--- src/source/ingress_pkg.sv ---
// Shared widths and types of the ingress merger
// Imported by the RTL modules of the merger and by the testbench

package ingress_pkg;

    //////////////////////////////////////////////////
    // Bus geometry

    // Bytes per bus word
    localparam int DATA_BYTES = 8;

    // Longest packet in words for an MTU of 128 bytes
    localparam int MAX_PKT_WORDS = 16;

    // Width of every statistics counter
    localparam int CNT_WIDTH = 32;

    //////////////////////////////////////////////////
    // Vector types

    // One bus word
    typedef logic [DATA_BYTES*8-1:0] data_t;

    // Byte-valid mask with valid bytes packed from bit 0 upward
    typedef logic [DATA_BYTES-1:0] keep_t;

    // One statistics counter
    typedef logic [CNT_WIDTH-1:0] cnt_t;

endpackage

--- src/source/port_rx.sv ---
// Per-port frame admission for the ingress merger
// Gates frames by port enable and buffer room and keeps the port statistics

`timescale 1ns/10ps

module port_rx #(
    parameter int FIFO_DEPTH = 64
) (
    input  logic                        core_clk_ifc,
    input  logic                        arst_n,
    input  logic                        in_valid,
    input  ingress_pkg::data_t          in_data,
    input  ingress_pkg::keep_t          in_keep,
    input  logic                        in_last,
    input  logic                        port_enable,
    input  logic                        cnt_clear,
    input  logic [$clog2(FIFO_DEPTH):0] free_words,
    output logic                        wr_en,
    output ingress_pkg::data_t          wr_data,
    output ingress_pkg::keep_t          wr_keep,
    output logic                        wr_last,
    output ingress_pkg::cnt_t           frame_cnt,
    output ingress_pkg::cnt_t           drop_cnt,
    output logic                        buf_overflow
);

    import ingress_pkg::*;

    typedef enum logic [1:0] {
        ST_IDLE,
        ST_ACCEPT,
        ST_DISCARD
    } rx_state_t;

    rx_state_t state;
    logic      first_beat;
    logic      has_room;
    logic      admit;
    logic      no_room_q;
    logic      frame_done;
    logic      drop_done;

    //////////////////////////////////////////////////
    // Admission at the first beat

    assign first_beat = in_valid && (state == ST_IDLE);
    assign has_room   = (free_words >= MAX_PKT_WORDS);
    assign admit      = first_beat && port_enable && has_room;

    // Beats go to the buffer in the cycle they arrive
    assign wr_en   = in_valid && (admit || (state == ST_ACCEPT));
    assign wr_data = in_data;
    assign wr_keep = in_keep;
    assign wr_last = in_last;

    // Disabled frames are discarded without being counted
    assign frame_done = wr_en && in_last;
    assign drop_done  = in_valid && in_last &&
                        ((first_beat && port_enable && !has_room) ||
                         ((state == ST_DISCARD) && no_room_q));

    always_ff @(posedge core_clk_ifc or negedge arst_n) begin
        if (!arst_n) begin
            state     <= ST_IDLE;
            no_room_q <= 1'b0;
        end else if (in_valid) begin
            case (state)
                ST_IDLE: begin
                    no_room_q <= port_enable && !has_room;
                    // Single-beat frames stay in idle
                    if (!in_last) begin
                        state <= admit ? ST_ACCEPT : ST_DISCARD;
                    end
                end
                default: begin
                    if (in_last) begin
                        state <= ST_IDLE;
                    end
                end
            endcase
        end
    end

    //////////////////////////////////////////////////
    // Statistics

    // Clear wins over an increment in the same cycle
    always_ff @(posedge core_clk_ifc or negedge arst_n) begin
        if (!arst_n) begin
            frame_cnt    <= '0;
            drop_cnt     <= '0;
            buf_overflow <= 1'b0;
        end else if (cnt_clear) begin
            frame_cnt    <= '0;
            drop_cnt     <= '0;
            buf_overflow <= 1'b0;
        end else begin
            if (frame_done) begin
                frame_cnt <= frame_cnt + 1'b1;
            end
            if (drop_done) begin
                drop_cnt     <= drop_cnt + 1'b1;
                buf_overflow <= 1'b1;
            end
        end
    end

    // Every beat carries at least one byte
    assert property (@(posedge core_clk_ifc) disable iff (!arst_n)
        in_valid |-> (in_keep != '0))
        else $error("port_rx: valid beat with empty keep");

endmodule

--- config.mk ---
export PLATFORM = sky130hd
export DESIGN_NAME = port_rx
export DESIGN_NICKNAME = d
export VERILOG_FILES = /design/src/source/ingress_pkg.sv /design/src/source/port_rx.sv
export SDC_FILE = /design/constraint.sdc
export NUM_CORES = 1
export LEC_CHECK = 0
export ABC_AREA = 1
export ABC_CLOCK_PERIOD_IN_PS = 1800
export BUFFER_PORTS_ARGS = -buffer_cell sky130_fd_sc_hd__clkbuf_2
export CAP_MARGIN = 20
export CORE_ASPECT_RATIO = 0.5
export CORE_MARGIN = 2
export CORE_UTILIZATION = 49
export DETAILED_ROUTE_END_ITERATION = 12
export PLACE_DENSITY = 0.82
export RECOVER_POWER = 100
export SYNTH_ARGS = -nofsm -noshare
export SYNTH_HDL_FRONTEND = slang
export SYNTH_SLANG_ARGS = --single-unit
--- constraint.sdc ---
create_clock -name core_clk_ifc -period 1.8 [get_ports core_clk_ifc]
set_input_delay 0.27 -clock core_clk_ifc [delete_from_list [all_inputs] [get_ports core_clk_ifc]]
set_output_delay 0.27 -clock core_clk_ifc [all_outputs]
set_load 0.01 [all_outputs]
==> results.sh <==
export IMPL_period_minus_slack_ns=1.74
export IMPL_critPathMaxFanout=4
export IMPL_die_w_um=150
export IMPL_cp_start_kind="flop"
export IMPL_peakVddDrop_uv=464
export IMPL_grt_start_max_net_pins=59
export IMPL_finalMaxSlewViolations=0
export IMPL_layout_common_cells="306 x nand2_1, 113 x nor2_1, 71 x clkbuf_1"
export IMPL_htreeDepth=3
export IMPL_die_area_mm2=0.0116
export IMPL_total_power_mw=3.53
export IMPL_die_h_um=77.0
export IMPL_finClkSkew_ns=0.00838
export IMPL_maxSlewHeadroom=0.440
export IMPL_synth_seq_cells=68
export IMPL_drt_pass1_iter_count=6
export IMPL_row_count=26
export IMPL_via_per_inst=5.30
export IMPL_clk_pin_slew_ns=0.05
export IMPL_nets=889
export IMPL_grt_ovfl_total=0
export IMPL_n_antenna_cell=0
export IMPL_tightest_slew_ns=0.840
export IMPL_drive_gt1_frac=0.0843
export IMPL_arrival_ns=1.47
export IMPL_core_area_mm2=0.0103
export IMPL_avgSynthCellArea_um2=6.58
export IMPL_track_usage=0.254
export IMPL_gp_congestion=0.913
export IMPL_rsz0062_at_grt="yes"
export IMPL_status="finished clean"
export IMPL_clock_fmax_mhz=573
export IMPL_drc=0
export IMPL_finalSetupTns_ns=0
export IMPL_dp_cells=929
export IMPL_min_path_type="in -> reg"
export IMPL_place_area_mm2=0.00519
export IMPL_final_common_cell="nand2_1"
export IMPL_antenna_found_initial=0
export IMPL_ys_seq_area_frac=0.326
export IMPL_grt_pass1_vias=4681
export IMPL_worstHoldStart="in_last"
export IMPL_power_density_mw_per_mm2=655
export IMPL_cts_buffer_depth=2
export IMPL_dp_hpwl_um=10800
export IMPL_syn_nets=881
export IMPL_critPathLaunch="state[1]$_DFFE_PN0P_"
export IMPL_cts_made_buffers=9
export IMPL_setup_violations=0
export IMPL_fin_area_mm2=0.00538
export IMPL_r2r_start="state[0]$_DFFE_PN0P_"
export IMPL_finalCritPeriodShare=0.969
export IMPL_dr_first_iter_drc_count=452
export IMPL_critPathKind="reg -> out"
export IMPL_ys_warn_count=0
export IMPL_cts_tree="done"
export IMPL_pin_count=224
export IMPL_grt_pass1_wl_um=23500
export IMPL_cts_root_buf="clkbuf_16"
export IMPL_port_buffers=75
export IMPL_hold_violations=0
export IMPL_required_ns=1.53
export IMPL_clkSinkCount=68
export IMPL_leakage_nw=2.48
export IMPL_postRouteAntennaNets=0
export IMPL_synthCells=794
export IMPL_wl_um=14600
export IMPL_whs_ns=0.160
export IMPL_area_growth_pct=2.99
export IMPL_drv_cap=0
export IMPL_netlist_area_mm2=0.00523
export IMPL_post_cts_buffers=0
export IMPL_avgRoutedWirePerCell_um=15.4
export IMPL_stdcell_count=947
export IMPL_initial_core_util=0.508
export IMPL_synth_cell_type_count=27
export IMPL_vias=5016
export IMPL_worstSetupEndpointType="output pin"
export IMPL_clk_latency_ns=0.34
-- metrics by stage --
stage               worst slack (ns)   util
finish                        0.0562  0.523
CTS                           0.0410  0.532
global route                 -0.0265  0.523
detailed placement            0.0331  0.505
global placement              0.0775  0.505
floorplan                      0.265      -
-- area by class of cell --
class	instances	area, µm²
timing repair buffer	86	397
multi-input combinational	578	2620
inverter	59	221
sequential	68	1700
tap	140	175
clock buffer	14	254
clock inverter	2	10.0
fill	1074	4900
-- sequential cells by signal (all words and copies together) (netlist names) --
signal,flops
no_room_q,1
state,2
drop_cnt,32
frame_cnt,32
buf_overflow,1
-- report_power, final --
| group | total [mW] | internal [mW] | switching [mW] |
|---|---|---|---|
| logic | 0.312 | 0.0802 | 0.232 |
| registers | 1.57 | 1.55 | 0.0245 |
| clock network | 1.64 | 0.968 | 0.671 |
| total | 3.53 | 2.60 | 0.927 |
-- cell usage after synthesis (all sizes together) --
library cell	instances	area share
nand3	52	0.053
buf	89	0.13
nor2	129	0.11
o21ai	17	0.018
o22ai	1	0.0012
or2	8	0.0096
a21oi	2	0.0019
nand2	308	0.22
nand3b	1	0.0014
nand4	38	0.045
dfrtp	68	0.33
inv	59	0.042
xor2	16	0.027
nor3	3	0.0038
ha	2	0.0048
clkbuf	1	0.00072
-- path summary, 6_finish.rpt --
check,slack [ns],end,depth (start not counted)
setup / recovery,0.06,wr_en,6
hold / removal,0.16,state[1]$_DFFE_PN0P_,2
setup reg to reg,0.07,frame_cnt[16]$_DFFE_PN0P_,7
hold reg to reg,0.51,buf_overflow$_DFFE_PN0P_,2
max in group asynchronous,0.22,frame_cnt[7]$_DFFE_PN0P_,3
min in group asynchronous,0.55,drop_cnt[14]$_DFFE_PN0P_,2
-- metal layers --
layer / GRT usage / part of all wire
met1: 0.320 / 0.41
met2: 0.431 / 0.47
met3: 0.0673 / 0.093
met4: 0.0708 / 0.018
met5: 0 / 0
-- critical path, cell delays in order (launching register included) --
cell and delay (ns):
dfrtp_1 0.42, nor2_2 0.15, nand3_2 0.11, nor2_2 0.14, nor2_4 0.07, nor2_1 0.10
clkbuf_2 0.14
-- repair_timing --
item,4_1_cts,5_1_grt
endpoints found under the setup margin,0,31
endpoints found under the hold margin,11,0
resized for setup,0,3
hold buffers,1,0
-- cells by family after synthesis --
kind of cell    after synthesis  share of synthesized area
simple gates                539                      0.445
buf+inv                     149                      0.176
flops                        68                      0.326
compound gates               20                     0.0216
xor+xnor                     16                     0.0268
fa+ha+maj                     2                    0.00479
(Power assumes the default switching activity.)
