--- config.mk ---
export PLATFORM = sky130hd
export DESIGN_NAME = packet_fifo
export DESIGN_NICKNAME = d
export VERILOG_FILES = /design/src/source/ingress_pkg.sv /design/src/source/packet_fifo.sv
export SDC_FILE = /design/constraint.sdc
export NUM_CORES = 2
export LEC_CHECK = 0
export BUFFER_PORTS_ARGS = -buffer_cell sky130_fd_sc_hd__buf_2
export CORE_ASPECT_RATIO = 1.5
export CORE_MARGIN = 4
export CORE_UTILIZATION = 30
export DETAILED_ROUTE_END_ITERATION = 8
export RECOVER_POWER = 50
export SYNTH_ARGS = -nofsm -noshare
export SYNTH_HDL_FRONTEND = slang
export SYNTH_MEMORY_MAX_BITS = 65536
export SYNTH_SLANG_ARGS = --single-unit
--- constraint.sdc ---
create_clock -name core_clk_ifc -period 6.35 [get_ports core_clk_ifc]
set_input_delay 0.9525 -clock core_clk_ifc [delete_from_list [all_inputs] [get_ports core_clk_ifc]]
set_output_delay 0.9525 -clock core_clk_ifc [all_outputs]
set_load 0.005 [all_outputs]
--- src/source/ingress_pkg.sv ---
// Shared widths and types of the ingress merger
// Imported by the RTL modules of the merger and by the testbench

package ingress_pkg;

    //////////////////////////////////////////////////
    // Bus geometry

    // Bytes per bus word
    localparam int DATA_BYTES = 8;

    // Longest packet in words for an MTU of 128 bytes
    localparam int MAX_PKT_WORDS = 16;

    // Width of every statistics counter
    localparam int CNT_WIDTH = 32;

    //////////////////////////////////////////////////
    // Vector types

    // One bus word
    typedef logic [DATA_BYTES*8-1:0] data_t;

    // Byte-valid mask with valid bytes packed from bit 0 upward
    typedef logic [DATA_BYTES-1:0] keep_t;

    // One statistics counter
    typedef logic [CNT_WIDTH-1:0] cnt_t;

endpackage

--- src/source/packet_fifo.sv ---
// Per-port packet buffer of the ingress merger
// First-word-fall-through word store that reports free space and stored packets

`timescale 1ns/10ps

module packet_fifo #(
    parameter int FIFO_DEPTH = 64
) (
    input  logic                        core_clk_ifc,
    input  logic                        arst_n,
    input  logic                        wr_en,
    input  ingress_pkg::data_t          wr_data,
    input  ingress_pkg::keep_t          wr_keep,
    input  logic                        wr_last,
    input  logic                        rd_en,
    output logic [$clog2(FIFO_DEPTH):0] free_words,
    output logic [$clog2(FIFO_DEPTH):0] pkt_count,
    output ingress_pkg::data_t          rd_data,
    output ingress_pkg::keep_t          rd_keep,
    output logic                        rd_last
);

    import ingress_pkg::*;

    localparam int ADDR_W = $clog2(FIFO_DEPTH);

    data_t             data_mem [0:FIFO_DEPTH-1];
    keep_t             keep_mem [0:FIFO_DEPTH-1];
    logic              last_mem [0:FIFO_DEPTH-1];
    logic [ADDR_W-1:0] wr_ptr;
    logic [ADDR_W-1:0] rd_ptr;
    logic [ADDR_W:0]   occupancy;
    logic              pkt_in;
    logic              pkt_out;

    //////////////////////////////////////////////////
    // Word store

    always_ff @(posedge core_clk_ifc) begin
        if (wr_en) begin
            data_mem[wr_ptr] <= wr_data;
            keep_mem[wr_ptr] <= wr_keep;
            last_mem[wr_ptr] <= wr_last;
        end
    end

    // Head word is visible before it is popped
    assign rd_data = data_mem[rd_ptr];
    assign rd_keep = keep_mem[rd_ptr];
    assign rd_last = last_mem[rd_ptr];

    //////////////////////////////////////////////////
    // Pointers and fill level

    assign pkt_in     = wr_en && wr_last;
    assign pkt_out    = rd_en && rd_last;
    assign free_words = (ADDR_W+1)'(FIFO_DEPTH) - occupancy;

    always_ff @(posedge core_clk_ifc or negedge arst_n) begin
        if (!arst_n) begin
            wr_ptr    <= '0;
            rd_ptr    <= '0;
            occupancy <= '0;
            pkt_count <= '0;
        end else begin
            if (wr_en) begin
                wr_ptr <= wr_ptr + 1'b1;
            end
            if (rd_en) begin
                rd_ptr <= rd_ptr + 1'b1;
            end
            occupancy <= occupancy + (ADDR_W+1)'(wr_en) - (ADDR_W+1)'(rd_en);
            pkt_count <= pkt_count + (ADDR_W+1)'(pkt_in) - (ADDR_W+1)'(pkt_out);
        end
    end

    // Admission upstream leaves room for a whole frame
    assert property (@(posedge core_clk_ifc) disable iff (!arst_n)
        wr_en |-> (occupancy < FIFO_DEPTH))
        else $error("packet_fifo: write into a full buffer");

    // Pops come only from complete packets, never from an empty buffer
    assert property (@(posedge core_clk_ifc) disable iff (!arst_n)
        rd_en |-> (pkt_count != '0) && (occupancy != '0))
        else $error("packet_fifo: read without a stored packet");

endmodule

==> impl_metrics.csv <==
group,metric,value,unit
status,outcome,"finished, violations left",
status,violations,"max-capacitance violations, max-slew violations",
detailed_routing,routed_wl,545000,microns
cts,post_cts_buffers,0,
timing,slew_headroom,-2.44,
logic_synthesis,async_flop_share,0.00553,
pwr,pwr_density_cell,426,nW/um^2
pwr,power,87.1,mW
cts,cts_tree,"done",
logic_synthesis,synth_cells,7837,
setup_path,worstPathRequired,5.40,ns
floorplanning,dieArea,612000,sq um
logic_synthesis,synth_top_flop_cell,"edfxtp_1",
floorplanning,dieHeight,956,microns
place,dp.cells,15700,
logic_synthesis,synth_cell_types,61,
timing,hold_violations,0,
cts,cts_resized,0,
cts,htree_levels,5,
setup_path,crit_path_top_delay_cell,"a2111oi_0",
grt,grt_start_max_net_pins,128,
detailed_routing,drc_errors,0,
setup_path,end_kind,"primary output",
finish,final_util,0.342,
floorplanning,core_area,598000,sq um
detailed_routing,wire_per_inst,33.1,microns
timing,max_freq,163,MHz
setup_path,crit_type,"flip-flop to primary output",
job,max-cap-violations,78,
grt,antenna_found_initial,56,
cts,clkTransAtPathRegs,0.07,ns
finish,syn2layout_area_growth,13.7,%
place,pre_cts_ws,1.16,ns
setup_path,path_max_fanout,54,
place,dp_hpwl,282000,microns
setup_path,critical-path-top-delay-family,"compound AO/OA/AOI/OAI gates",
place,gp_congestion,0.767,
finish,layout_common_cells,"4672 x edfxtp_1, 1104 x mux4_2, 452 x mux2i_1",
logic_synthesis,synth.area.top_cells,"edfxtp_1 78%, mux4_2 14%, mux2i_1 2.5%",
detailed_routing,routed_via_density,5.40,
finish,final_common_cell,"edfxtp_1",
timing,finalSetupTns,0,ns
finish,drive_gt1_frac,0.248,
cts,root_buffer,"clkbuf_16",
floorplanning,row_count,348,
detailed_routing,vias,88800,
logic_synthesis,yosysSeqAreaShare,0.784,
detailed_routing,antenna_left,0,
logic_synthesis,yosys_warnings,0,
detailed_routing,drtIter0Drc,11100,
timing,drv_slew,4903,
cts,cts.path.max_buffers,4,
timing,fin_crit,6.13,ns
grt,grtUsageTotal,0.174,
timing,worst_slew_pin_slew,5.17,ns
cts,cts_sinks,4698,
grt,grt_pass1_vias,89200,
logic_synthesis,synth_edf_count,4672,
logic_synthesis,netlist_area,180000,sq um
cts,insertion_delay,0.96,ns
place,port_buffers,163,
setup_path,crit_chain,"buf_4 -> buf_12 -> mux4_2 -> mux2i_1 -> nor2_1 -> a2111oi_0 -> a211oi_1 -> a221o_1 -> buf_2",
logic_synthesis,ys_ff_latch,4698,
pwr,leakage,62.6,nW
setup_path,critPathArrivalTime,5.18,ns
finish,fillCellCount,55100,
pwr,peakVddDrop,0.507,mV
logic_synthesis,avgSynthCellArea,22.9,sq um
finish,stdcell_count,16400,
cts,numCtsBuffers,402,
floorplanning,io_pins,164,
cts,cts_hold_buffers,0,
grt,overflow,0,
timing,post-route-period-util,0.966,
floorplanning,initial_core_util,0.301,
setup_path,cpPeakStageDelay,1.09,ns
finish,layout.nets,8320,
logic_synthesis,synth.net_count,7937,
timing,rsz0062_at_grt,"false",
setup_path,crit_path_start_kind,"flip-flop",
hold_path,min_path_type,"primary input to flip-flop",
logic_synthesis,yosys.area.top_type,"edfxtp_1",
logic_synthesis,synth.top_cell.area_share,0.780,
timing,skew,0.0500,ns
setup_path,critPathBufInv,3,
grt,grt_pass1_wl,747000,microns
detailed_routing,first_pass_iters,5,
timing,fin_ws,0.217,ns
timing,setup_violations,0,
floorplanning,die_w,640,microns
==> path summary, 6_finish.rpt <==
check / start / cells past startpoint / endpoint / slack (ns)
max in group asynchronous: arst_n / 1 / rd_ptr[5] / 4.17
worst min-delay path: wr_en / 3 / wr_ptr[4] / 0.42
min in group asynchronous: arst_n / 1 / occupancy[6] / 0.63
worst min register to register: pkt_count[0] / 1 / pkt_count[0] / 0.56
worst max register to register: wr_ptr[3] / 3 / data_mem[35][0] / 0.56
worst max-delay path: rd_ptr[0] / 9 / rd_data[8] / 0.22
==> cells in the mapped netlist, drive strengths merged (33+ instances only) <==
| master | n |
|---|---|
| edfxtp | 4672 |
| mux4 | 1104 |
| mux2i | 452 |
| buf | 314 |
| o21ai | 170 |
| nand2 | 166 |
| a21oi | 138 |
| clkbuf | 123 |
| nor2 | 121 |
| o221ai | 85 |
| o22ai | 81 |
| a221oi | 49 |
| a2111oi | 33 |
==> cell families after synthesis <==
family	after synthesis	synth area share
fa+ha+maj	23	0.00168
buf+inv	465	0.0149
compound gates	670	0.0246
mux	1587	0.165
xor+xnor	26	0.00127
simple gates	368	0.00853
flops	4698	0.784
==> worst min-delay path: cells and delay by family <==
family,cells,cell delay [ns]
simple gates,1,0.12
xor+xnor,1,0.06
buf+inv,1,0.19
==> per-stage QoR <==
step	hold WS [ns]	area (sq um)
2_1_floorplan	0.502	180000
3_3_place_gp	0.578	192000
3_5_place_dp	0.570	192000
4_1_cts	0.0802	205000
5_1_grt	0.405	204000
6_report	0.419	204000
==> cell type report <==
cell class | count | area (sq um) | area share
sequential | 4698 | 141000 | 0.689
multi-input combinational | 2674 | 36800 | 0.180
clock buffer | 471 | 10400 | 0.0507
tap | 7875 | 9850 | 0.0482
timing repair buffer | 416 | 3730 | 0.0182
clock inverter | 254 | 2620 | 0.0128
inverter | 28 | 128 | 0.000624
antenna | 23 | 57.6 | 0.000281
==> power breakdown <==
part	internal, mW	total (mW)	switching, mW
clock	13.6	24.8	11.2
combinational	10.6	26.3	15.7
sequential	35.3	35.9	0.601
==> flip-flops by register name, summed over array words and instances, names as in the netlist <==
name,flops
occupancy,7
keep_mem,512
last_mem,64
data_mem,4096
pkt_count,7
rd_ptr,6
wr_ptr,6
==> routing by layer <==
metal | track usage | part of all wire
met5 | 0 | 0.00021
met4 | 0.0772 | 0.049
met1 | 0.211 | 0.35
met3 | 0.0267 | 0.081
met2 | 0.305 | 0.52
Power figures use the tool's default switching activity.
