`config.mk`:
```
export PLATFORM = sky130hd
export DESIGN_NAME = merge_arbiter
export DESIGN_NICKNAME = d
export VERILOG_FILES = /design/src/source/ingress_pkg.sv /design/src/source/merge_arbiter.sv
export SDC_FILE = /design/constraint.sdc
export NUM_CORES = 1
export LEC_CHECK = 0
export BUFFER_PORTS_ARGS = -buffer_cell sky130_fd_sc_hd__buf_2
export CAP_MARGIN = 40
export CORE_AREA = 2 2 125 127
export CTS_CLUSTER_SIZE = 20
export DETAILED_ROUTE_END_ITERATION = 8
export DIE_AREA = 0 0 127 129
export PLACE_DENSITY = 0.54
export SYNTH_ARGS = -nofsm -noshare
export SYNTH_HDL_FRONTEND = slang
export SYNTH_SLANG_ARGS = --single-unit
```
`constraint.sdc`:
```
create_clock -name core_clk_ifc -period 3.5 [get_ports core_clk_ifc]
set_clock_uncertainty 0.15 [all_clocks]
set_input_delay 0.35 -clock core_clk_ifc [delete_from_list [all_inputs] [get_ports core_clk_ifc]]
set_output_delay 0.35 -clock core_clk_ifc [all_outputs]
set_load 0.02 [all_outputs]
```
`src/source/ingress_pkg.sv`:
```
// Shared widths and types of the ingress merger
// Imported by the RTL modules of the merger and by the testbench

package ingress_pkg;

    //////////////////////////////////////////////////
    // Bus geometry

    // Bytes per bus word
    localparam int DATA_BYTES = 8;

    // Longest packet in words for an MTU of 128 bytes
    localparam int MAX_PKT_WORDS = 16;

    // Width of every statistics counter
    localparam int CNT_WIDTH = 32;

    //////////////////////////////////////////////////
    // Vector types

    // One bus word
    typedef logic [DATA_BYTES*8-1:0] data_t;

    // Byte-valid mask with valid bytes packed from bit 0 upward
    typedef logic [DATA_BYTES-1:0] keep_t;

    // One statistics counter
    typedef logic [CNT_WIDTH-1:0] cnt_t;

endpackage

```
`src/source/merge_arbiter.sv`:
```
// Round-robin packet scheduler of the ingress merger
// Moves whole stored packets from the port buffers onto the converged output bus

`timescale 1ns/10ps

module merge_arbiter #(
    parameter int NUM_PORTS  = 3,
    parameter int FIFO_DEPTH = 64
) (
    input  logic                                       core_clk_ifc,
    input  logic                                       arst_n,
    input  logic [NUM_PORTS-1:0][$clog2(FIFO_DEPTH):0] pkt_count,
    input  ingress_pkg::data_t [NUM_PORTS-1:0]         rd_data,
    input  ingress_pkg::keep_t [NUM_PORTS-1:0]         rd_keep,
    input  logic [NUM_PORTS-1:0]                       rd_last,
    input  logic                                       out_ready,
    output logic [NUM_PORTS-1:0]                       rd_en,
    output logic                                       out_valid,
    output ingress_pkg::data_t                         out_data,
    output ingress_pkg::keep_t                         out_keep,
    output logic                                       out_last,
    output logic [$clog2(NUM_PORTS)-1:0]               out_port
);

    localparam int PORT_W = $clog2(NUM_PORTS);

    typedef enum logic [1:0] {
        ST_IDLE,
        ST_PICK,
        ST_SEND
    } arb_state_t;

    arb_state_t           state;
    logic [NUM_PORTS-1:0] pending;
    logic [PORT_W-1:0]    last_port;
    logic [PORT_W-1:0]    grant;
    logic [PORT_W-1:0]    next_port;
    logic                 xfer;

    //////////////////////////////////////////////////
    // Round-robin selection

    always_comb begin
        for (int p = 0; p < NUM_PORTS; p++) begin
            pending[p] = (pkt_count[p] != '0);
        end
    end

    // Search starts at the port after the one served last
    always_comb begin : rr_search
        int   idx;
        logic found;
        next_port = last_port;
        found     = 1'b0;
        for (int i = 1; i <= NUM_PORTS; i++) begin
            idx = (int'(last_port) + i) % NUM_PORTS;
            if (!found && pending[idx]) begin
                next_port = PORT_W'(idx);
                found     = 1'b1;
            end
        end
    end

    //////////////////////////////////////////////////
    // Grant FSM

    assign xfer = (state == ST_SEND) && out_ready;

    always_ff @(posedge core_clk_ifc or negedge arst_n) begin
        if (!arst_n) begin
            state     <= ST_IDLE;
            grant     <= '0;
            last_port <= PORT_W'(NUM_PORTS - 1);
        end else begin
            case (state)
                ST_IDLE: begin
                    if (|pending) begin
                        state <= ST_PICK;
                    end
                end
                ST_PICK: begin
                    grant <= next_port;
                    state <= ST_SEND;
                end
                ST_SEND: begin
                    // Grant is held until the last word leaves
                    if (xfer && rd_last[grant]) begin
                        last_port <= grant;
                        state     <= ST_IDLE;
                    end
                end
                default: state <= ST_IDLE;
            endcase
        end
    end

    assign out_valid = (state == ST_SEND);
    assign out_data  = rd_data[grant];
    assign out_keep  = rd_keep[grant];
    assign out_last  = rd_last[grant];
    assign out_port  = grant;

    always_comb begin
        rd_en = '0;
        if (xfer) begin
            rd_en[grant] = 1'b1;
        end
    end

    // A stalled word stays put until the sink takes it
    assert property (@(posedge core_clk_ifc) disable iff (!arst_n)
        (out_valid && !out_ready) |=> out_valid && $stable(out_data) && $stable(out_keep)
                                      && $stable(out_last) && $stable(out_port))
        else $error("merge_arbiter: output changed under back-pressure");

    // Granted buffer holds a complete packet for the whole send
    assert property (@(posedge core_clk_ifc) disable iff (!arst_n)
        (state == ST_SEND) |-> pending[grant])
        else $error("merge_arbiter: sending from a port without a packet");

endmodule

```
==> flow_metrics.env, run 1 <==
export IMPL_status="finished clean"
export IMPL_cp_max_fo=30
export IMPL_fillCellCount=1692
export IMPL_drv_cap=0
export IMPL_clk_path_buf_depth=2
export IMPL_worst_r2r_path_depth=6
export IMPL_grt_usage_pct=11.6
export IMPL_path_cells="buf_4 > mux2i_1 > o21ai_0 > buf_2"
export IMPL_leakage_nw=2.31
export IMPL_start_kind="flop"
export IMPL_relSlewSlack_pct=51.2
export IMPL_synth_top_cell_area_share_pct=35.7
export IMPL_via_per_inst=4.16
export IMPL_finalCritPeriodShare_pct=72.0
export IMPL_syn_to_final_growth_pct=90.8
export IMPL_grt_ovfl_total=0
export IMPL_ios=322
export IMPL_r2r_end="out_port[1]"
export IMPL_power_frac_seq_pct=7.7
export IMPL_antenna_found_initial=1
export IMPL_finalSetupViolCount=0
export IMPL_tightestPinTransition_ps=732
export IMPL_die_h_um=129
export IMPL_ff2ff_setup_slack_ps=1330
export IMPL_seq_area_frac_synth_pct=7.29
export IMPL_cts_root_buf="clkbuf_16"
export IMPL_finalCriticalPeriod_ps=2520
export IMPL_cp_slowest_cell="dfrtp_4"
export IMPL_cpPeakStageDelay_ps=760
export IMPL_portBuffers=321
export IMPL_postSynthAreaPerCell_um2=6.78
export IMPL_required_ps=3000
export IMPL_grt_pass1_vias=3078
export IMPL_p_sw_mw=1.75
export IMPL_crit_path_end_kind="output pin"
export IMPL_h_tree_depth=1
export IMPL_nets=858
export IMPL_gp_congestion=0.759
export IMPL_cts_resized=0
export IMPL_switching_share_pct=58.6
export IMPL_synth_edff_count=0
export IMPL_wire_per_inst_um=13.5
export IMPL_slew_violations=0
export IMPL_first_pass_iters=4
export IMPL_rows=45
export IMPL_comb_power_share_pct=85.9
export IMPL_fmax_mhz=397
export IMPL_power_internal_mw=1.23
export IMPL_syn_nets=552
export IMPL_coreArea_mm2=0.0150
export IMPL_synth_common_cells="76 x nand2_1, 74 x mux2i_1, 74 x o21ai_0, 15 x clkbuf_1, 8 x buf_2"
export IMPL_die_w_um=127
export IMPL_async_reset_ff_share_pct=100
export IMPL_r2r_start="last_port[1]"
export IMPL_routed_wl_um=10800
export IMPL_drive_above_1_share_pct=56.6
export IMPL_hp_class="input pin to async pin"
export IMPL_cts_tree="done"
export IMPL_vias=3322
export IMPL_synth_area_mm2=0.00208
export IMPL_die_area_mm2=0.0164
export IMPL_ys_types=38
export IMPL_first_iter_violations=93
export IMPL_tns_ps=0
export IMPL_cp_arrival_ps=2020
export IMPL_cts_made_buffers=3
export IMPL_crit_family="flip-flops"
export IMPL_power_density_mw_per_mm2=752
export IMPL_finalHoldViolations=0
export IMPL_clk_latency_ps=230
export IMPL_yosys_warnings=0
export IMPL_n_antenna_cell=0
export IMPL_route_detailed_drc=0
export IMPL_rsz0062_at_grt="false"
export IMPL_synth_cells=306
export IMPL_clk_pin_slew_ps=40
export IMPL_synth_most_common_cell="nand2_1"
export IMPL_grt_start_max_net_pins=79
export IMPL_dp_hpwl_um=8950
export IMPL_ant_nets=0
export IMPL_yosysTopAreaCell="mux2i_1"
export IMPL_synth_seq_cells=6
export IMPL_clkPwrFrac_pct=6.4
export IMPL_path_buf_inv=2
export IMPL_synth_ff_type="dfrtp_1"
export IMPL_ys_top_cells_by_area="mux2i_1 36%, o21ai_0 18%, nand2_1 14%, dfrtp_1 6.0%, clkbuf_1 2.7%"
export IMPL_start_util_pct=13.9
export IMPL_clock_sinks=6
export IMPL_power_mw=2.98
export IMPL_grt_pass1_wl_um=15500
export IMPL_irDropWorstVdd_mv=0.379
export IMPL_crit_type="flop to output pin"
## cells by family (layout without fill, tap and decap cells)
logic type               count (synthesis)  after routing  share of synthesized area (%)
AO/OA/AOI/OAI                           91             91                           25.7
adder cells (fa/ha/maj)                  3              3                           1.81
buffers and inverters                   29            334                           5.79
flip-flops                               6              6                           7.29
multiplexers                            76             76                           36.8
AND/OR/NAND/NOR                        101            101                           22.7
## stage by stage
| step | cell area [um^2] | hold slack (ps) | util, % | cells | setup slack [ps] |
|---|---|---|---|---|---|
| 2_1_floorplan | 2080 | -95.6 | - | 306 | 1240 |
| 3_3_place_gp | 3870 | 35.1 | 25.8 | 794 | 1240 |
| 3_5_place_dp | 3870 | 35.1 | 25.8 | 794 | 1230 |
| 4_1_cts | 3960 | 315 | 26.4 | 799 | 953 |
| 5_1_grt | 3960 | 344 | 26.4 | 799 | 830 |
| 6_report | 3960 | 317 | 26.4 | 799 | 980 |
## state kept, by name (all words and copies together), names as in the netlist
name	cells
last_port	2
state	2
out_port	2
## final cells by class
type | count | area, um^2 | area share, %
multi-input cells | 271 | 1810 | 45.8
inverters | 3 | 11.3 | 0.284
well taps | 188 | 235 | 5.94
clock buffers | 4 | 78.8 | 1.99
repair buffers | 327 | 1670 | 42.1
flip-flops and latches | 6 | 156 | 3.95
## per-layer routing
metal | GRT usage [%] | part of all wire (%) | vias to the layer above
met2 | 22.1 | 51 | 172
met1 | 13.9 | 40 | 1440
met3 | 2.87 | 8.6 | 6
met4 | 0.323 | 0.13 | 2
met5 | 0 | 0.093 | -
li1 | - | - | 1702
## power groups by stage
stage,Sequential (mW),Combinational (mW),Clock (mW)
after floorplan,0.154,1.79,0
after global placement,0.235,2.58,0
after detailed placement,0.235,2.58,0
after CTS,0.236,2.59,0.194
after global routing,0.245,2.78,0.200
final,0.229,2.56,0.190
## placed cells by master, fill, tap and decap left out, types with 2 or more instances in the layout
master	count
buf_2	321
nand2_1	76
mux2i_1	74
o21ai_0	74
nor3_1	4
buf_4	4
inv_1	3
nor3b_1	3
nor2b_1	3
a21oi_1	3
nor2_1	3
ha_1	3
clkbuf_16	3
dfrtp_1	3
nand2b_1	2
mux2_2	2
nor4_4	2
and2_1	2
o22ai_1	2
## timing repair
| item | in CTS | in global routing |
|---|---|---|
| setup buffers | 0 | 0 |
| hold endpoints to repair | 5 | 0 |
| setup endpoints to repair | 0 | 0 |
| hold buffers | 1 | 0 |
## worst max-delay path by stage
| stage | cells past startpoint | slack, ps | start | end |
|---|---|---|---|---|
| after floorplan | 5 | 1240 | out_port[1] | out_data[34] |
| after global placement | 5 | 1240 | out_port[1] | out_data[34] |
| after detailed placement | 4 | 1230 | out_port[1] | out_data[46] |
| after CTS | 5 | 950 | out_port[1] | out_data[34] |
| after global routing | 5 | 830 | out_port[1] | out_data[34] |
| final | 4 | 980 | out_port[1] | out_data[46] |
Note: power is estimated with default switching activity, not from simulation.
==> run 2, diff against run 1 <==
PLACE_DENSITY = 0.55   (was 0.54)
clock period = 2.2 ns   (was 3.5 ns; I/O delays follow)
==> run 2 against run 1 <==
Final cell count up 0.25%. Sequential share of layout area about the same. Hold slack worse by 120 ps. Flip-flop and latch count unchanged. Register-to-register slack worse by 1200 ps. Via count up 2.0%. Critical path depth up 1. Global-route usage down 0.34 points. Setup slack worse by 850 ps. Utilization up 0.23 points. Cell area up 0.85%. Critical endpoint is now out_data[25]. Largest cell class unchanged. Largest power group unchanged.
==> flow_metrics.env, run 2 (synthesized netlist as in run 1, its figures left out) <==
export IMPL_grt_ovfl_total=0
export IMPL_rows=45
export IMPL_finalSetupViolCount=0
export IMPL_crit_path_end="out_data[25]"
export IMPL_cp_arrival_ps=1700
export IMPL_clk_path_buf_depth=2
export IMPL_dp_hpwl_um=9130
export IMPL_path_buf_inv=2
export IMPL_required_ps=1830
export IMPL_worst_path_stages=5
export IMPL_grt_pass1_vias=2916
export IMPL_final_cell_mix="321 x buf_2, 76 x nand2_1, 74 x mux2i_1, 74 x o21ai_0"
export IMPL_r2r_end="out_port[1]"
export IMPL_seq_area_um2=156
export IMPL_relSlewSlack_pct=66.4
export IMPL_ant_nets=0
export IMPL_cts_setup_buffers=0
export IMPL_h_tree_depth=1
export IMPL_drive_above_1_share_pct=56.9
export IMPL_wire_per_inst_um=13.6
export IMPL_cp_slowest_cell="dfrtp_4"
export IMPL_tns_ps=0
export IMPL_n_antenna_cell=0
export IMPL_multiInputGateArea_mm2=0.00181
export IMPL_slew_violations=0
export IMPL_tightestPinTransition_ps=491
export IMPL_routed_wl_um=10900
export IMPL_finalHoldViolations=0
export IMPL_first_pass_iters=4
export IMPL_die_w_um=127
export IMPL_fillCellCount=1689
export IMPL_layout_commonest_cell="buf_2"
export IMPL_nets=860
export IMPL_die_h_um=129
export IMPL_worst_r2r_path_depth=7
export IMPL_antenna_found_initial=0
export IMPL_vias=3387
export IMPL_start_util_pct=13.9
export IMPL_cts_root_buf="clkbuf_16"
export IMPL_ff2ff_setup_slack_ps=170
export IMPL_crit_path_start="out_port[1]"
export IMPL_crit_family="buffers and inverters"
export IMPL_start_kind="flop"
export IMPL_clk_pin_slew_ps=30
export IMPL_path_cells="nor2b_4 > buf_6 > nand2_1 > o21ai_0 > buf_2"
export IMPL_rsz0062_at_grt="false"
export IMPL_portBuffers=321
export IMPL_drv_cap=0
export IMPL_die_area_mm2=0.0164
export IMPL_route_detailed_drc=0
export IMPL_gp_congestion=0.780
export IMPL_grt_start_max_net_pins=45
export IMPL_cpPeakStageDelay_ps=520
export IMPL_syn_to_final_growth_pct=92.4
export IMPL_finalCriticalPeriod_ps=2070
export IMPL_clock_sinks=6
export IMPL_via_per_inst=4.23
export IMPL_irDropWorstVdd_mv=0.594
export IMPL_crit_path_end_kind="output pin"
export IMPL_crit_type="flop to output pin"
export IMPL_finalCritPeriodShare_pct=94.0
export IMPL_post_route_util_pct=26.7
export IMPL_r2r_start="last_port[1]"
export IMPL_grt_pass1_wl_um=15000
export IMPL_leakage_nw=2.32
export IMPL_power_density_mw_per_mm2=1220
export IMPL_fmax_mhz=484
export IMPL_cts_tree="done"
export IMPL_cp_max_fo=44
export IMPL_hp_class="input pin to async pin"
export IMPL_ios=322
export IMPL_cts_made_buffers=3
export IMPL_coreArea_mm2=0.0150
export IMPL_first_iter_violations=151
export IMPL_clk_latency_ps=230
export IMPL_status="finished clean"
export IMPL_grt_usage_pct=11.3
## run 2: worst min path at each step
stage           start  slack [ps]           end
2_1_floorplan  arst_n        -230  last_port[0]
3_3_place_gp   arst_n         -80   out_port[1]
3_5_place_dp   arst_n         -90      state[0]
4_1_cts        arst_n         210   out_port[1]
5_1_grt        arst_n         220      state[1]
6_report       arst_n         200      state[1]
## run 2: through the flow
| step | hold slack (ps) | area [um^2] | total power [mW] | std cells | setup slack [ps] |
|---|---|---|---|---|---|
| after global placement | -83.9 | 3900 | 4.56 | 796 | 148 |
| after detailed placement | -88.6 | 3900 | 4.56 | 796 | 114 |
| after global routing | 221 | 3990 | 5.21 | 801 | 50.9 |
| after floorplan | -226 | 2080 | 3.10 | 306 | 57.4 |
| after CTS | 210 | 3990 | 4.88 | 801 | 1.23 |
| final | 201 | 3990 | 4.85 | 801 | 132 |
## run 2: timing repair
action,4_1_cts,5_1_grt
hold buffers,1,0
gates resized for setup,0,2
setup endpoints to repair,0,7
hold endpoints to repair,6,0
## run 2: power by group
group	switching (mW)	internal (mW)
registers	0.0759	0.185
logic	2.69	1.59
clock network	0.0623	0.240
total	2.83	2.02
## run 2: layout make-up
class                      instances  share of cell area [%]
multi-input combinational        271                    45.4
sequential                         6                    3.92
tap                              188                    5.89
inverter                           3                   0.282
clock buffer                       4                    1.97
timing repair buffer             329                    42.5
## run 2: per-layer routing
layer | vias up | routed length [um] | GRT usage (%)
met5 | - | 0 | 0
met4 | 0 | 73 | 1.87
met3 | 7 | 868 | 1.37
met2 | 183 | 5420 | 20.6
met1 | 1490 | 4550 | 14.5
li1 | 1707 | - | -
